File: config.mk
export PLATFORM = sky130hd
export DESIGN_NAME = mem_subsys_top
export DESIGN_NICKNAME = d
export VERILOG_FILES = /design/src/hdl/mem_pkg.sv /design/src/hdl/mem_subsys_top.sv /design/src/hdl/clint_regs.sv /design/src/hdl/mem_port_arb.sv /design/src/hdl/mem_stage.sv
export SDC_FILE = /design/constraint.sdc
export NUM_CORES = 1
export LEC_CHECK = 0
export CORE_AREA = 2 2 364 366
export CTS_BUF_LIST = sky130_fd_sc_hd__clkbuf_8
export DETAILED_ROUTE_END_ITERATION = 10
export DIE_AREA = 0 0 366 368
export DONT_BUFFER_PORTS = 1
export GPL_ROUTABILITY_DRIVEN = 0
export PLACE_DENSITY = 0.36
export SLEW_MARGIN = 20
export SYNTH_ARGS = -nofsm -noshare
export SYNTH_HDL_FRONTEND = slang
export SYNTH_HIERARCHICAL = 1
export SYNTH_SLANG_ARGS = --single-unit
File: constraint.sdc
create_clock -name clk -period 40.1 [get_ports clk]
set_clock_uncertainty 0.1 [all_clocks]
set_input_delay 8.02 -clock clk [delete_from_list [all_inputs] [get_ports clk]]
set_output_delay 8.02 -clock clk [all_outputs]
set_load 0.05 [all_outputs]
File: src/hdl/mem_pkg.sv
/* Shared types for the memory stage. Accesses are assumed naturally aligned,
   and only address bits 31:24 take part in region decoding. */

package mem_pkg;

  // operation codes from execute, anything unlisted behaves as ALU
  typedef enum logic [7:0] {
    ALU = 8'h00,
    LB  = 8'h01,
    LBU = 8'h02,
    LH  = 8'h03,
    LHU = 8'h04,
    LW  = 8'h05,
    LWU = 8'h06,
    LD  = 8'h07,
    SB  = 8'h08,
    SH  = 8'h09,
    SW  = 8'h0a,
    SD  = 8'h0b
  } mem_op_e;

  typedef struct packed {
    logic [63:0] pc;
    logic [31:0] inst;
    logic [4:0]  rd;
    logic        rd_wen;
    logic [63:0] rd_wdata;
    logic        nocmt;
    logic        skipcmt;
    mem_op_e     op;
    logic [63:0] op1;
    logic [63:0] op2;
    logic [63:0] op3;
  } ex_pkt_t;

  typedef struct packed {
    logic [63:0] pc;
    logic [31:0] inst;
    logic [4:0]  rd;
    logic        rd_wen;
    logic [63:0] rd_wdata;
    logic        nocmt;
    logic        skipcmt;
  } wb_pkt_t;

  // bytes holds size minus one, op high for a write
  typedef struct packed {
    logic [63:0] addr;
    logic        op;
    logic [2:0]  bytes;
    logic [63:0] wdata;
  } mem_req_t;

  // address bits 31:24
  localparam logic [7:0] REGION_DCACHE    = 8'h80;
  localparam logic [7:0] REGION_NOCACHE_A = 8'h10;
  localparam logic [7:0] REGION_NOCACHE_B = 8'h30;
  localparam logic [7:0] REGION_CLINT     = 8'h02;

  localparam logic [15:0] CLINT_MTIMECMP_OFS = 16'h4000;
  localparam logic [15:0] CLINT_MTIME_OFS    = 16'hbff8;

endpackage
File: src/hdl/mem_subsys_top.sv
/* Memory stage with its data-port arbiter and timer block.
   TIMER_DIV sets the mtime rate in clocks per count. */
`timescale 1ns/1ps

module mem_subsys_top import mem_pkg::*; #(
  parameter int TIMER_DIV = 1
) (
  input  logic        clk,
  input  logic        rst,
  input  logic        i_ex_req,
  input  ex_pkt_t     i_ex_pkt,
  output logic        o_ex_ack,
  output logic        o_wb_req,
  output wb_pkt_t     o_wb_pkt,
  input  logic        i_wb_ack,
  output logic        o_dcache_req,
  output mem_req_t    o_dcache_req_pkt,
  input  logic        i_dcache_ack,
  input  logic [63:0] i_dcache_rdata,
  output logic        o_nocache_req,
  output mem_req_t    o_nocache_req_pkt,
  input  logic        i_nocache_ack,
  input  logic [63:0] i_nocache_rdata,
  output logic        o_timer_irq
);

  logic        port_start;
  mem_req_t    port_req;
  logic        port_done;
  logic [63:0] port_rdata;
  logic        clint_strobe;
  logic        clint_we;
  logic [15:0] clint_ofs;
  logic [63:0] clint_wdata;
  logic [63:0] clint_rdata;

  mem_stage u_stage (
    .clk            (clk),
    .rst            (rst),
    .i_ex_req       (i_ex_req),
    .i_ex_pkt       (i_ex_pkt),
    .o_ex_ack       (o_ex_ack),
    .o_wb_req       (o_wb_req),
    .o_wb_pkt       (o_wb_pkt),
    .i_wb_ack       (i_wb_ack),
    .o_port_start   (port_start),
    .o_port_req     (port_req),
    .i_port_done    (port_done),
    .i_port_rdata   (port_rdata),
    .o_clint_strobe (clint_strobe),
    .o_clint_we     (clint_we),
    .o_clint_ofs    (clint_ofs),
    .o_clint_wdata  (clint_wdata),
    .i_clint_rdata  (clint_rdata)
  );

  mem_port_arb u_arb (
    .clk               (clk),
    .rst               (rst),
    .i_start           (port_start),
    .i_req             (port_req),
    .o_done            (port_done),
    .o_rdata           (port_rdata),
    .o_dcache_req      (o_dcache_req),
    .o_dcache_req_pkt  (o_dcache_req_pkt),
    .i_dcache_ack      (i_dcache_ack),
    .i_dcache_rdata    (i_dcache_rdata),
    .o_nocache_req     (o_nocache_req),
    .o_nocache_req_pkt (o_nocache_req_pkt),
    .i_nocache_ack     (i_nocache_ack),
    .i_nocache_rdata   (i_nocache_rdata)
  );

  clint_regs #(
    .TIMER_DIV (TIMER_DIV)
  ) u_clint (
    .clk         (clk),
    .rst         (rst),
    .i_strobe    (clint_strobe),
    .i_we        (clint_we),
    .i_ofs       (clint_ofs),
    .i_wdata     (clint_wdata),
    .o_rdata     (clint_rdata),
    .o_timer_irq (o_timer_irq)
  );

endmodule

File: src/hdl/clint_regs.sv
/* Only mtime and mtimecmp exist, written and read as whole 64-bit words.
   Reads are combinational, other offsets read as zero. */
`timescale 1ns/1ps

module clint_regs import mem_pkg::*; #(
  parameter int TIMER_DIV = 1
) (
  input  logic        clk,
  input  logic        rst,
  input  logic        i_strobe,
  input  logic        i_we,
  input  logic [15:0] i_ofs,
  input  logic [63:0] i_wdata,
  output logic [63:0] o_rdata,
  output logic        o_timer_irq
);

  localparam int DIV_W = (TIMER_DIV > 1) ? $clog2(TIMER_DIV) : 1;
  localparam logic [DIV_W-1:0] DIV_LAST = DIV_W'(TIMER_DIV - 1);

  logic [DIV_W-1:0] div_cnt;
  logic             tick;
  logic [63:0]      mtime;
  logic [63:0]      mtimecmp;
  logic             wr_mtime;
  logic             wr_mtimecmp;
  logic             irq_q;

  assign tick        = (div_cnt == DIV_LAST);
  assign wr_mtime    = i_strobe & i_we & (i_ofs == CLINT_MTIME_OFS);
  assign wr_mtimecmp = i_strobe & i_we & (i_ofs == CLINT_MTIMECMP_OFS);

  // prescaler for mtime
  always_ff @(posedge clk) begin
    if (rst || tick) begin
      div_cnt <= '0;
    end else begin
      div_cnt <= div_cnt + 1'b1;
    end
  end

  always_ff @(posedge clk) begin
    if (rst) begin
      mtime <= 64'd0;
    end else if (wr_mtime) begin
      mtime <= i_wdata;
    end else if (tick) begin
      mtime <= mtime + 64'd1;
    end
  end

  // all ones so no irq fires before software sets a compare value
  always_ff @(posedge clk) begin
    if (rst) begin
      mtimecmp <= '1;
    end else if (wr_mtimecmp) begin
      mtimecmp <= i_wdata;
    end
  end

  always_ff @(posedge clk) begin
    if (rst) begin
      irq_q <= 1'b0;
    end else begin
      irq_q <= (mtime >= mtimecmp);
    end
  end

  assign o_timer_irq = irq_q;

  always_comb begin
    case (i_ofs)
      CLINT_MTIME_OFS:    o_rdata = mtime;
      CLINT_MTIMECMP_OFS: o_rdata = mtimecmp;
      default:            o_rdata = 64'd0;
    endcase
  end

  a_mtime_mono: assert property (@(posedge clk) disable iff (rst)
    !wr_mtime |=> mtime >= $past(mtime))
    else $error("mtime went backwards without a write");

endmodule

File: src/hdl/mem_port_arb.sv
/* Single outstanding access. Port choice uses address bits 31:24 only,
   region 0x80 is cached and all else goes uncached. */
`timescale 1ns/1ps

module mem_port_arb import mem_pkg::*; (
  input  logic        clk,
  input  logic        rst,
  input  logic        i_start,
  input  mem_req_t    i_req,
  output logic        o_done,
  output logic [63:0] o_rdata,
  output logic        o_dcache_req,
  output mem_req_t    o_dcache_req_pkt,
  input  logic        i_dcache_ack,
  input  logic [63:0] i_dcache_rdata,
  output logic        o_nocache_req,
  output mem_req_t    o_nocache_req_pkt,
  input  logic        i_nocache_ack,
  input  logic [63:0] i_nocache_rdata
);

  logic        dc_req;
  logic        nc_req;
  logic        done_q;
  mem_req_t    req_q;
  logic [63:0] rdata_q;

  always_ff @(posedge clk) begin
    if (rst) begin
      dc_req <= 1'b0;
      nc_req <= 1'b0;
      done_q <= 1'b0;
    end else begin
      done_q <= 1'b0;
      if (i_start) begin
        if (i_req.addr[31:24] == REGION_DCACHE) begin
          dc_req <= 1'b1;
        end else begin
          nc_req <= 1'b1;
        end
      end
      if (dc_req & i_dcache_ack) begin
        dc_req <= 1'b0;
        done_q <= 1'b1;
      end
      if (nc_req & i_nocache_ack) begin
        nc_req <= 1'b0;
        done_q <= 1'b1;
      end
    end
  end

  // request payload and returned data
  always_ff @(posedge clk) begin
    if (i_start) begin
      req_q <= i_req;
    end
    if (dc_req & i_dcache_ack) begin
      rdata_q <= i_dcache_rdata;
    end else if (nc_req & i_nocache_ack) begin
      rdata_q <= i_nocache_rdata;
    end
  end

  assign o_dcache_req      = dc_req;
  assign o_nocache_req     = nc_req;
  assign o_dcache_req_pkt  = req_q;
  assign o_nocache_req_pkt = req_q;
  assign o_done            = done_q;
  assign o_rdata           = rdata_q;

  a_one_port: assert property (@(posedge clk) disable iff (rst)
    !(o_dcache_req && o_nocache_req))
    else $error("both data ports requested at once");

  a_dc_hold: assert property (@(posedge clk) disable iff (rst)
    o_dcache_req && !i_dcache_ack |=> o_dcache_req && $stable(o_dcache_req_pkt))
    else $error("cached request dropped or changed before ack");

  a_nc_hold: assert property (@(posedge clk) disable iff (rst)
    o_nocache_req && !i_nocache_ack |=> o_nocache_req && $stable(o_nocache_req_pkt))
    else $error("uncached request dropped or changed before ack");

endmodule

File: src/hdl/mem_stage.sv
/* One instruction in flight. Unmapped loads return zero before extension,
   and timer reads return the whole 64-bit register at its offset. */
`timescale 1ns/1ps

module mem_stage import mem_pkg::*; (
  input  logic        clk,
  input  logic        rst,
  input  logic        i_ex_req,
  input  ex_pkt_t     i_ex_pkt,
  output logic        o_ex_ack,
  output logic        o_wb_req,
  output wb_pkt_t     o_wb_pkt,
  input  logic        i_wb_ack,
  output logic        o_port_start,
  output mem_req_t    o_port_req,
  input  logic        i_port_done,
  input  logic [63:0] i_port_rdata,
  output logic        o_clint_strobe,
  output logic        o_clint_we,
  output logic [15:0] o_clint_ofs,
  output logic [63:0] o_clint_wdata,
  input  logic [63:0] i_clint_rdata
);

  logic        busy;
  logic        port_wait;
  logic        wb_valid;
  logic        accept;
  logic        wb_hs;

  logic        rd_en;
  logic        wr_en;
  logic [2:0]  size;
  logic [63:0] addr;
  logic [7:0]  region;
  logic [63:0] st_data;
  logic        ch_port;
  logic        ch_clint;

  wb_pkt_t     base_q;
  mem_op_e     op_q;
  logic        ch_port_q;
  logic        ch_clint_q;
  logic [63:0] clint_rdata_q;
  logic [63:0] rdata;
  logic [63:0] wb_data;

  assign o_ex_ack = ~busy;
  assign accept   = i_ex_req & o_ex_ack;
  assign o_wb_req = wb_valid | (port_wait & i_port_done);
  assign wb_hs    = o_wb_req & i_wb_ack;

  // op decode
  always_comb begin
    rd_en = 1'b0;
    wr_en = 1'b0;
    size  = 3'd0;
    case (i_ex_pkt.op)
      LB, LBU: rd_en = 1'b1;
      LH, LHU: begin
        rd_en = 1'b1;
        size  = 3'd1;
      end
      LW, LWU: begin
        rd_en = 1'b1;
        size  = 3'd3;
      end
      LD: begin
        rd_en = 1'b1;
        size  = 3'd7;
      end
      SB: wr_en = 1'b1;
      SH: begin
        wr_en = 1'b1;
        size  = 3'd1;
      end
      SW: begin
        wr_en = 1'b1;
        size  = 3'd3;
      end
      SD: begin
        wr_en = 1'b1;
        size  = 3'd7;
      end
      default: ;
    endcase
  end

  assign addr   = i_ex_pkt.op1 + i_ex_pkt.op3;
  assign region = addr[31:24];

  always_comb begin
    case (size)
      3'd0:    st_data = {56'd0, i_ex_pkt.op2[7:0]};
      3'd1:    st_data = {48'd0, i_ex_pkt.op2[15:0]};
      3'd3:    st_data = {32'd0, i_ex_pkt.op2[31:0]};
      default: st_data = i_ex_pkt.op2;
    endcase
  end

  assign ch_port  = (rd_en | wr_en) &
                    (region == REGION_DCACHE || region == REGION_NOCACHE_A ||
                     region == REGION_NOCACHE_B);
  assign ch_clint = (rd_en | wr_en) & (region == REGION_CLINT);

  assign o_port_start     = accept & ch_port;
  assign o_port_req.addr  = addr;
  assign o_port_req.op    = wr_en;
  assign o_port_req.bytes = size;
  assign o_port_req.wdata = st_data;

  // timer registers are accessed in the acceptance cycle
  assign o_clint_strobe = accept & ch_clint;
  assign o_clint_we     = wr_en;
  assign o_clint_ofs    = addr[15:0];
  assign o_clint_wdata  = st_data;

  always_ff @(posedge clk) begin
    if (rst) begin
      busy      <= 1'b0;
      port_wait <= 1'b0;
      wb_valid  <= 1'b0;
    end else begin
      if (accept) begin
        busy <= 1'b1;
        if (ch_port) begin
          port_wait <= 1'b1;
        end else begin
          wb_valid <= 1'b1;
        end
      end
      if (port_wait & i_port_done) begin
        port_wait <= 1'b0;
        wb_valid  <= ~i_wb_ack;
      end
      if (wb_hs) begin
        busy <= 1'b0;
        if (wb_valid) begin
          wb_valid <= 1'b0;
        end
      end
    end
  end

  always_ff @(posedge clk) begin
    if (accept) begin
      base_q.pc       <= i_ex_pkt.pc;
      base_q.inst     <= i_ex_pkt.inst;
      base_q.rd       <= i_ex_pkt.rd;
      base_q.rd_wen   <= i_ex_pkt.rd_wen;
      base_q.rd_wdata <= i_ex_pkt.rd_wdata;
      base_q.nocmt    <= i_ex_pkt.nocmt;
      base_q.skipcmt  <= i_ex_pkt.skipcmt;
      op_q            <= i_ex_pkt.op;
      ch_port_q       <= ch_port;
      ch_clint_q      <= ch_clint;
      clint_rdata_q   <= i_clint_rdata;
    end
  end

  always_comb begin
    if (ch_clint_q) begin
      rdata = clint_rdata_q;
    end else if (ch_port_q) begin
      rdata = i_port_rdata;
    end else begin
      rdata = 64'd0;
    end
  end

  // load extension, everything else passes rd_wdata
  always_comb begin
    case (op_q)
      LB:      wb_data = {{56{rdata[7]}}, rdata[7:0]};
      LBU:     wb_data = {56'd0, rdata[7:0]};
      LH:      wb_data = {{48{rdata[15]}}, rdata[15:0]};
      LHU:     wb_data = {48'd0, rdata[15:0]};
      LW:      wb_data = {{32{rdata[31]}}, rdata[31:0]};
      LWU:     wb_data = {32'd0, rdata[31:0]};
      LD:      wb_data = rdata;
      default: wb_data = base_q.rd_wdata;
    endcase
  end

  always_comb begin
    o_wb_pkt          = base_q;
    o_wb_pkt.rd_wdata = wb_data;
    o_wb_pkt.skipcmt  = base_q.skipcmt | ch_clint_q;
  end

  // a port done with nothing held would emit a stale result
  a_wb_needs_inst: assert property (@(posedge clk) disable iff (rst)
    $rose(o_wb_req) |-> busy)
    else $error("write-back request raised with no instruction held");

endmodule

==> tab_implementation.tex <==
\begin{tabular}{lr}
\hline
Metric & Value \\
\hline
\multicolumn{2}{l}{\textbf{Timing}} \\
Part of the cycle the worst path needs & 0.329 \\
Post-layout min period & 13.20 ns \\
RSZ-0062 raised after global routing & false \\
Maximum achievable frequency & 75.7 MHz \\
Final-layout setup total negative slack & 0 ns \\
Worst Tran Pin Value & 1.07 ns \\
Post-Route Hold Slack & 0.448 ns \\
Relative slew slack & 0.289 \\
Final slew viol count & 0 \\
Setup-violating endpoint count in the final report & 0 \\
Final hold violation count & 0 \\
\multicolumn{2}{l}{\textbf{Floorplan}} \\
Die Width & 366 microns \\
FP Rows & 133 \\
Floorplan die area & 135000 sq um \\
Number of placed I/O pins & 939 \\
Die Span Y & 368 microns \\
Floorplan core area & 131000 sq um \\
Starting density of the core & 0.235 \\
\multicolumn{2}{l}{\textbf{Worst setup path}} \\
Path type of the worst setup path & reg -> out \\
Launch instance of the worst register-to-register path & u\_stage/busy \\
Setup crit start kind & flip-flop \\
CP Data Arrival Time & 5.08 ns \\
End of the worst register-to-register path & u\_clint/mtimecmp[51] \\
Worst-path maximum fanout & 58 \\
Worst-case reg-to-reg path depth & 7 \\
Start point of the critical path & u\_stage/ch\_clint\_q \\
Data required time at the worst endpoint & 31.98 ns \\
R2R setup slack & 35.89 ns \\
Crit. End Element & primary output \\
\multicolumn{2}{l}{\textbf{Clock network}} \\
Post-CTS Hold Buffers & 0 \\
Total CTS buffers & 110 \\
Clock slew at reported path FFs & 0.06 ns \\
Number of buffers on the longest clock path & 3 \\
Clk sinks & 574 \\
Clock insertion delay at the later pin of the skew report & 0.80 ns \\
Clk root buf & sky130\_fd\_sc\_hd\_\_clkbuf\_8 \\
H-Tree Level Count & 3 \\
Clock tree from TritonCTS & yes \\
Number of setup buffers added after CTS & 0 \\
Count of cells resized by post-cts repair & 0 \\
\multicolumn{2}{l}{\textbf{Routing}} \\
Number of detailed-route iterations in the first pass & 6 \\
DRC violations left & 0 \\
Number of DRC violations after detailed-routing iteration 0 & 1277 \\
Vias & 20300 \\
Antenna Nets Post-Route & 0 \\
Via density per instance & 4.76 \\
Routed WL & 115 mm \\
WL per Instance & 26.8 microns \\
\multicolumn{2}{l}{\textbf{Yosys}} \\
Cell types occupying the most area after synthesis & sky130\_fd\_sc\_hd\_\_edfxtp\_1 (43\%), sky130\_fd\_sc\_hd\_\_dfxtp\_1 (8.8\%), sky130\_fd\_sc\_hd\_\_buf\_4 (7.9\%) \\
Number of library cell types mapped by synthesis & 92 \\
Number of synthesized flops with an enable pin & 438 \\
Sequential area share after synthesis & 0.515 \\
Mean instance size in the synthesized netlist & 11.3 sq um \\
Ys async rst share & 0 \\
Synth top area share & 0.427 \\
Post-synth design cell area & 30800 sq um \\
Net count of the mapped netlist & 3355 \\
Post-Synthesis Cells & 2724 \\
Ys Warns & 6 \\
Leading register cell type out of synthesis & sky130\_fd\_sc\_hd\_\_edfxtp\_1 \\
Most area-hungry cell type in the Yosys netlist & sky130\_fd\_sc\_hd\_\_edfxtp\_1 \\
Number of synthesized register bits & 574 \\
\multicolumn{2}{l}{\textbf{Global route}} \\
Number of global-route vias before repair & 20500 \\
Combined global-route utilization of all metal layers & 0.163 \\
Maximum number of pins on one net before global-route repair & 163 \\
Initial antenna violation count & 18 \\
Remaining global-route overflow & 0 \\
Wire length of the first global-routing pass & 158 mm \\
\multicolumn{2}{l}{\textbf{Status}} \\
Status & completed \\
\multicolumn{2}{l}{\textbf{Hold path}} \\
Worst hold start & u\_clint/mtimecmp[49] \\
Min-delay worst type & reg -> reg \\
Number of cells on the worst hold path & 1 \\
Min-Delay Endpoint & u\_stage/clint\_rdata\_q[49] \\
\multicolumn{2}{l}{\textbf{Power and ir drop}} \\
Largest vdd supply drop & 0.0000215 V \\
Ratio of total power to cell area & 43.8 nW/um\^{}2 \\
Leak pwr & 12.3 nW \\
\multicolumn{2}{l}{\textbf{Layout}} \\
Total Nets Final & 3049 \\
Layout cells sized above 1 & 0.115 \\
Final cell utilization of the core & 0.249 \\
Layout overhead on the synthesized area & 5.69\% \\
\multicolumn{2}{l}{\textbf{Run}} \\
Max cap viols & 0 \\
\multicolumn{2}{l}{\textbf{Place}} \\
Port buffer count & 0 \\
Placed wire-length estimate after detailed placement & 86.1 mm \\
\hline
\end{tabular}
[registers in the layout, summed over array words and instances, names as in the netlist]
| register | count |
|---|---|
| u_arb/o_dcache_req_pkt | 132 |
| u_clint/mtimecmp | 64 |
| u_arb/o_nocache_req | 1 |
| u_stage/base_q | 65 |
| u_stage/o_wb_pkt | 103 |
| u_arb/o_done | 1 |
| u_stage/clint_rdata_q | 64 |
| u_clint/o_timer_irq | 1 |
| u_stage/op_q | 8 |
| u_stage/busy | 1 |
| u_clint/mtime | 64 |
| u_stage/ch_clint_q | 1 |
| u_stage/ch_port_q | 1 |
| u_arb/o_rdata | 64 |
| u_arb/o_dcache_req | 1 |
| u_clint/div_cnt | 1 |
| u_stage/port_wait | 1 |
| u_stage/wb_valid | 1 |
[worst max path at each step]
stage	to
floorplan	u_arb/o_dcache_req_pkt[0]
global placement	u_clint/mtimecmp[41]
detailed placement	u_clint/mtimecmp[51]
CTS	o_wb_pkt[35]
global route	o_wb_pkt[35]
finish	o_wb_pkt[55]
[cell families (layout without fill, tap and decap cells)]
logic type	Yosys count	in the layout	synth area share
and+or+nand+nor	685	685	0.113
AOI/OAI and AO/OA	611	611	0.148
DFF	574	574	0.515
buffers and inverters	542	333	0.109
adders and majority gates	129	129	0.0526
xor gates and xnor gates	113	113	0.0321
muxes	69	69	0.0299
other	1	8	0.000122
[synthesized netlist by cell type (10+ instances only)]
master,instances
sky130_fd_sc_hd__inv_1,97
sky130_fd_sc_hd__or3_1,11
sky130_fd_sc_hd__dfxtp_1,136
sky130_fd_sc_hd__a211o_1,70
sky130_fd_sc_hd__nor3_1,28
sky130_fd_sc_hd__mux2_2,27
sky130_fd_sc_hd__buf_4,326
sky130_fd_sc_hd__buf_6,11
sky130_fd_sc_hd__a21oi_1,107
sky130_fd_sc_hd__mux2_4,39
sky130_fd_sc_hd__clkbuf_1,90
sky130_fd_sc_hd__ha_1,128
sky130_fd_sc_hd__o22a_1,57
sky130_fd_sc_hd__nor2_1,265
sky130_fd_sc_hd__o21ai_0,41
sky130_fd_sc_hd__a22oi_1,63
sky130_fd_sc_hd__xnor2_1,53
sky130_fd_sc_hd__a22o_1,65
sky130_fd_sc_hd__buf_2,16
sky130_fd_sc_hd__and2_1,70
sky130_fd_sc_hd__a21o_1,41
sky130_fd_sc_hd__and4_1,15
sky130_fd_sc_hd__edfxtp_1,438
sky130_fd_sc_hd__nand4_1,47
sky130_fd_sc_hd__nor2b_1,10
sky130_fd_sc_hd__nand2_1,95
sky130_fd_sc_hd__o21a_1,10
sky130_fd_sc_hd__and3_1,20
sky130_fd_sc_hd__xor2_1,60
sky130_fd_sc_hd__nand3_1,60
sky130_fd_sc_hd__a211oi_1,73
sky130_fd_sc_hd__nor4_1,18
sky130_fd_sc_hd__o21bai_1,12
[through the flow]
step	setup slack [ns]	std cells	power, mW	instance area (sq um)
2_1_floorplan	15.92	2724	0.814	30800
3_3_place_gp	26.46	4061	0.836	30300
3_5_place_dp	26.42	4061	0.837	30300
4_1_cts	26.59	4270	1.46	32500
5_1_grt	26.52	4272	1.49	32500
6_report	26.90	4277	1.42	32600
[worst max-delay path, cell delays in order (launching register included)]
cell	delay, ns
sky130_fd_sc_hd__edfxtp_1	0.70
sky130_fd_sc_hd__buf_4	0.66
sky130_fd_sc_hd__a22oi_1	0.29
sky130_fd_sc_hd__a21oi_1	0.22
sky130_fd_sc_hd__a21oi_1	0.07
sky130_fd_sc_hd__o21ai_2	0.76
sky130_fd_sc_hd__a31o_2	0.82
sky130_fd_sc_hd__o22a_1	0.67
[power by group]
| group | switching (mW) | internal [mW] | total [mW] |
|---|---|---|---|
| Clock | 0.293 | 0.308 | 0.601 |
| Combinational | 0.0898 | 0.0423 | 0.132 |
| Sequential | 0.0312 | 0.660 | 0.692 |
[layer usage]
metal,vias up,GRT usage,part of all wire
met5,-,0,0.00024
met4,4,0.0624,0.033
met3,164,0.0361,0.060
met2,897,0.280,0.49
met1,10100,0.197,0.42
li1,9216,-,-
[area by class of cell]
cell class                 instances  area [sq um]
fill                           13800         98200
sequential                       574         15900
multi-input combinational       1608         11700
tap                             1755          2200
clock buffer                     114          1570
clock inverter                    95           653
inverter                          97           372
timing repair buffer              27           219
antenna                            7          17.5
[layout by cell type, fill, tap and decap left out, types with 25 or more instances in the layout]
cell,Yosys,routed
sky130_fd_sc_hd__mux2_2,27,27
sky130_fd_sc_hd__o22a_1,57,57
sky130_fd_sc_hd__a21oi_1,107,106
sky130_fd_sc_hd__inv_1,97,122
sky130_fd_sc_hd__nor3_1,28,27
sky130_fd_sc_hd__and2_1,70,70
sky130_fd_sc_hd__nand2_1,95,93
sky130_fd_sc_hd__edfxtp_1,438,438
sky130_fd_sc_hd__clkinv_1,0,30
sky130_fd_sc_hd__buf_4,326,25
sky130_fd_sc_hd__mux2_4,39,39
sky130_fd_sc_hd__clkbuf_8,0,114
sky130_fd_sc_hd__nor2_1,265,265
sky130_fd_sc_hd__a22oi_1,63,63
sky130_fd_sc_hd__a211oi_1,73,73
sky130_fd_sc_hd__nand4_1,47,47
sky130_fd_sc_hd__xor2_1,60,60
sky130_fd_sc_hd__ha_1,128,128
sky130_fd_sc_hd__a21o_1,41,41
sky130_fd_sc_hd__dfxtp_1,136,136
sky130_fd_sc_hd__a211o_1,70,70
sky130_fd_sc_hd__o21ai_0,41,41
sky130_fd_sc_hd__nand3_1,60,58
sky130_fd_sc_hd__a22o_1,65,65
sky130_fd_sc_hd__xnor2_1,53,53
Power figures use the tool's default switching activity.
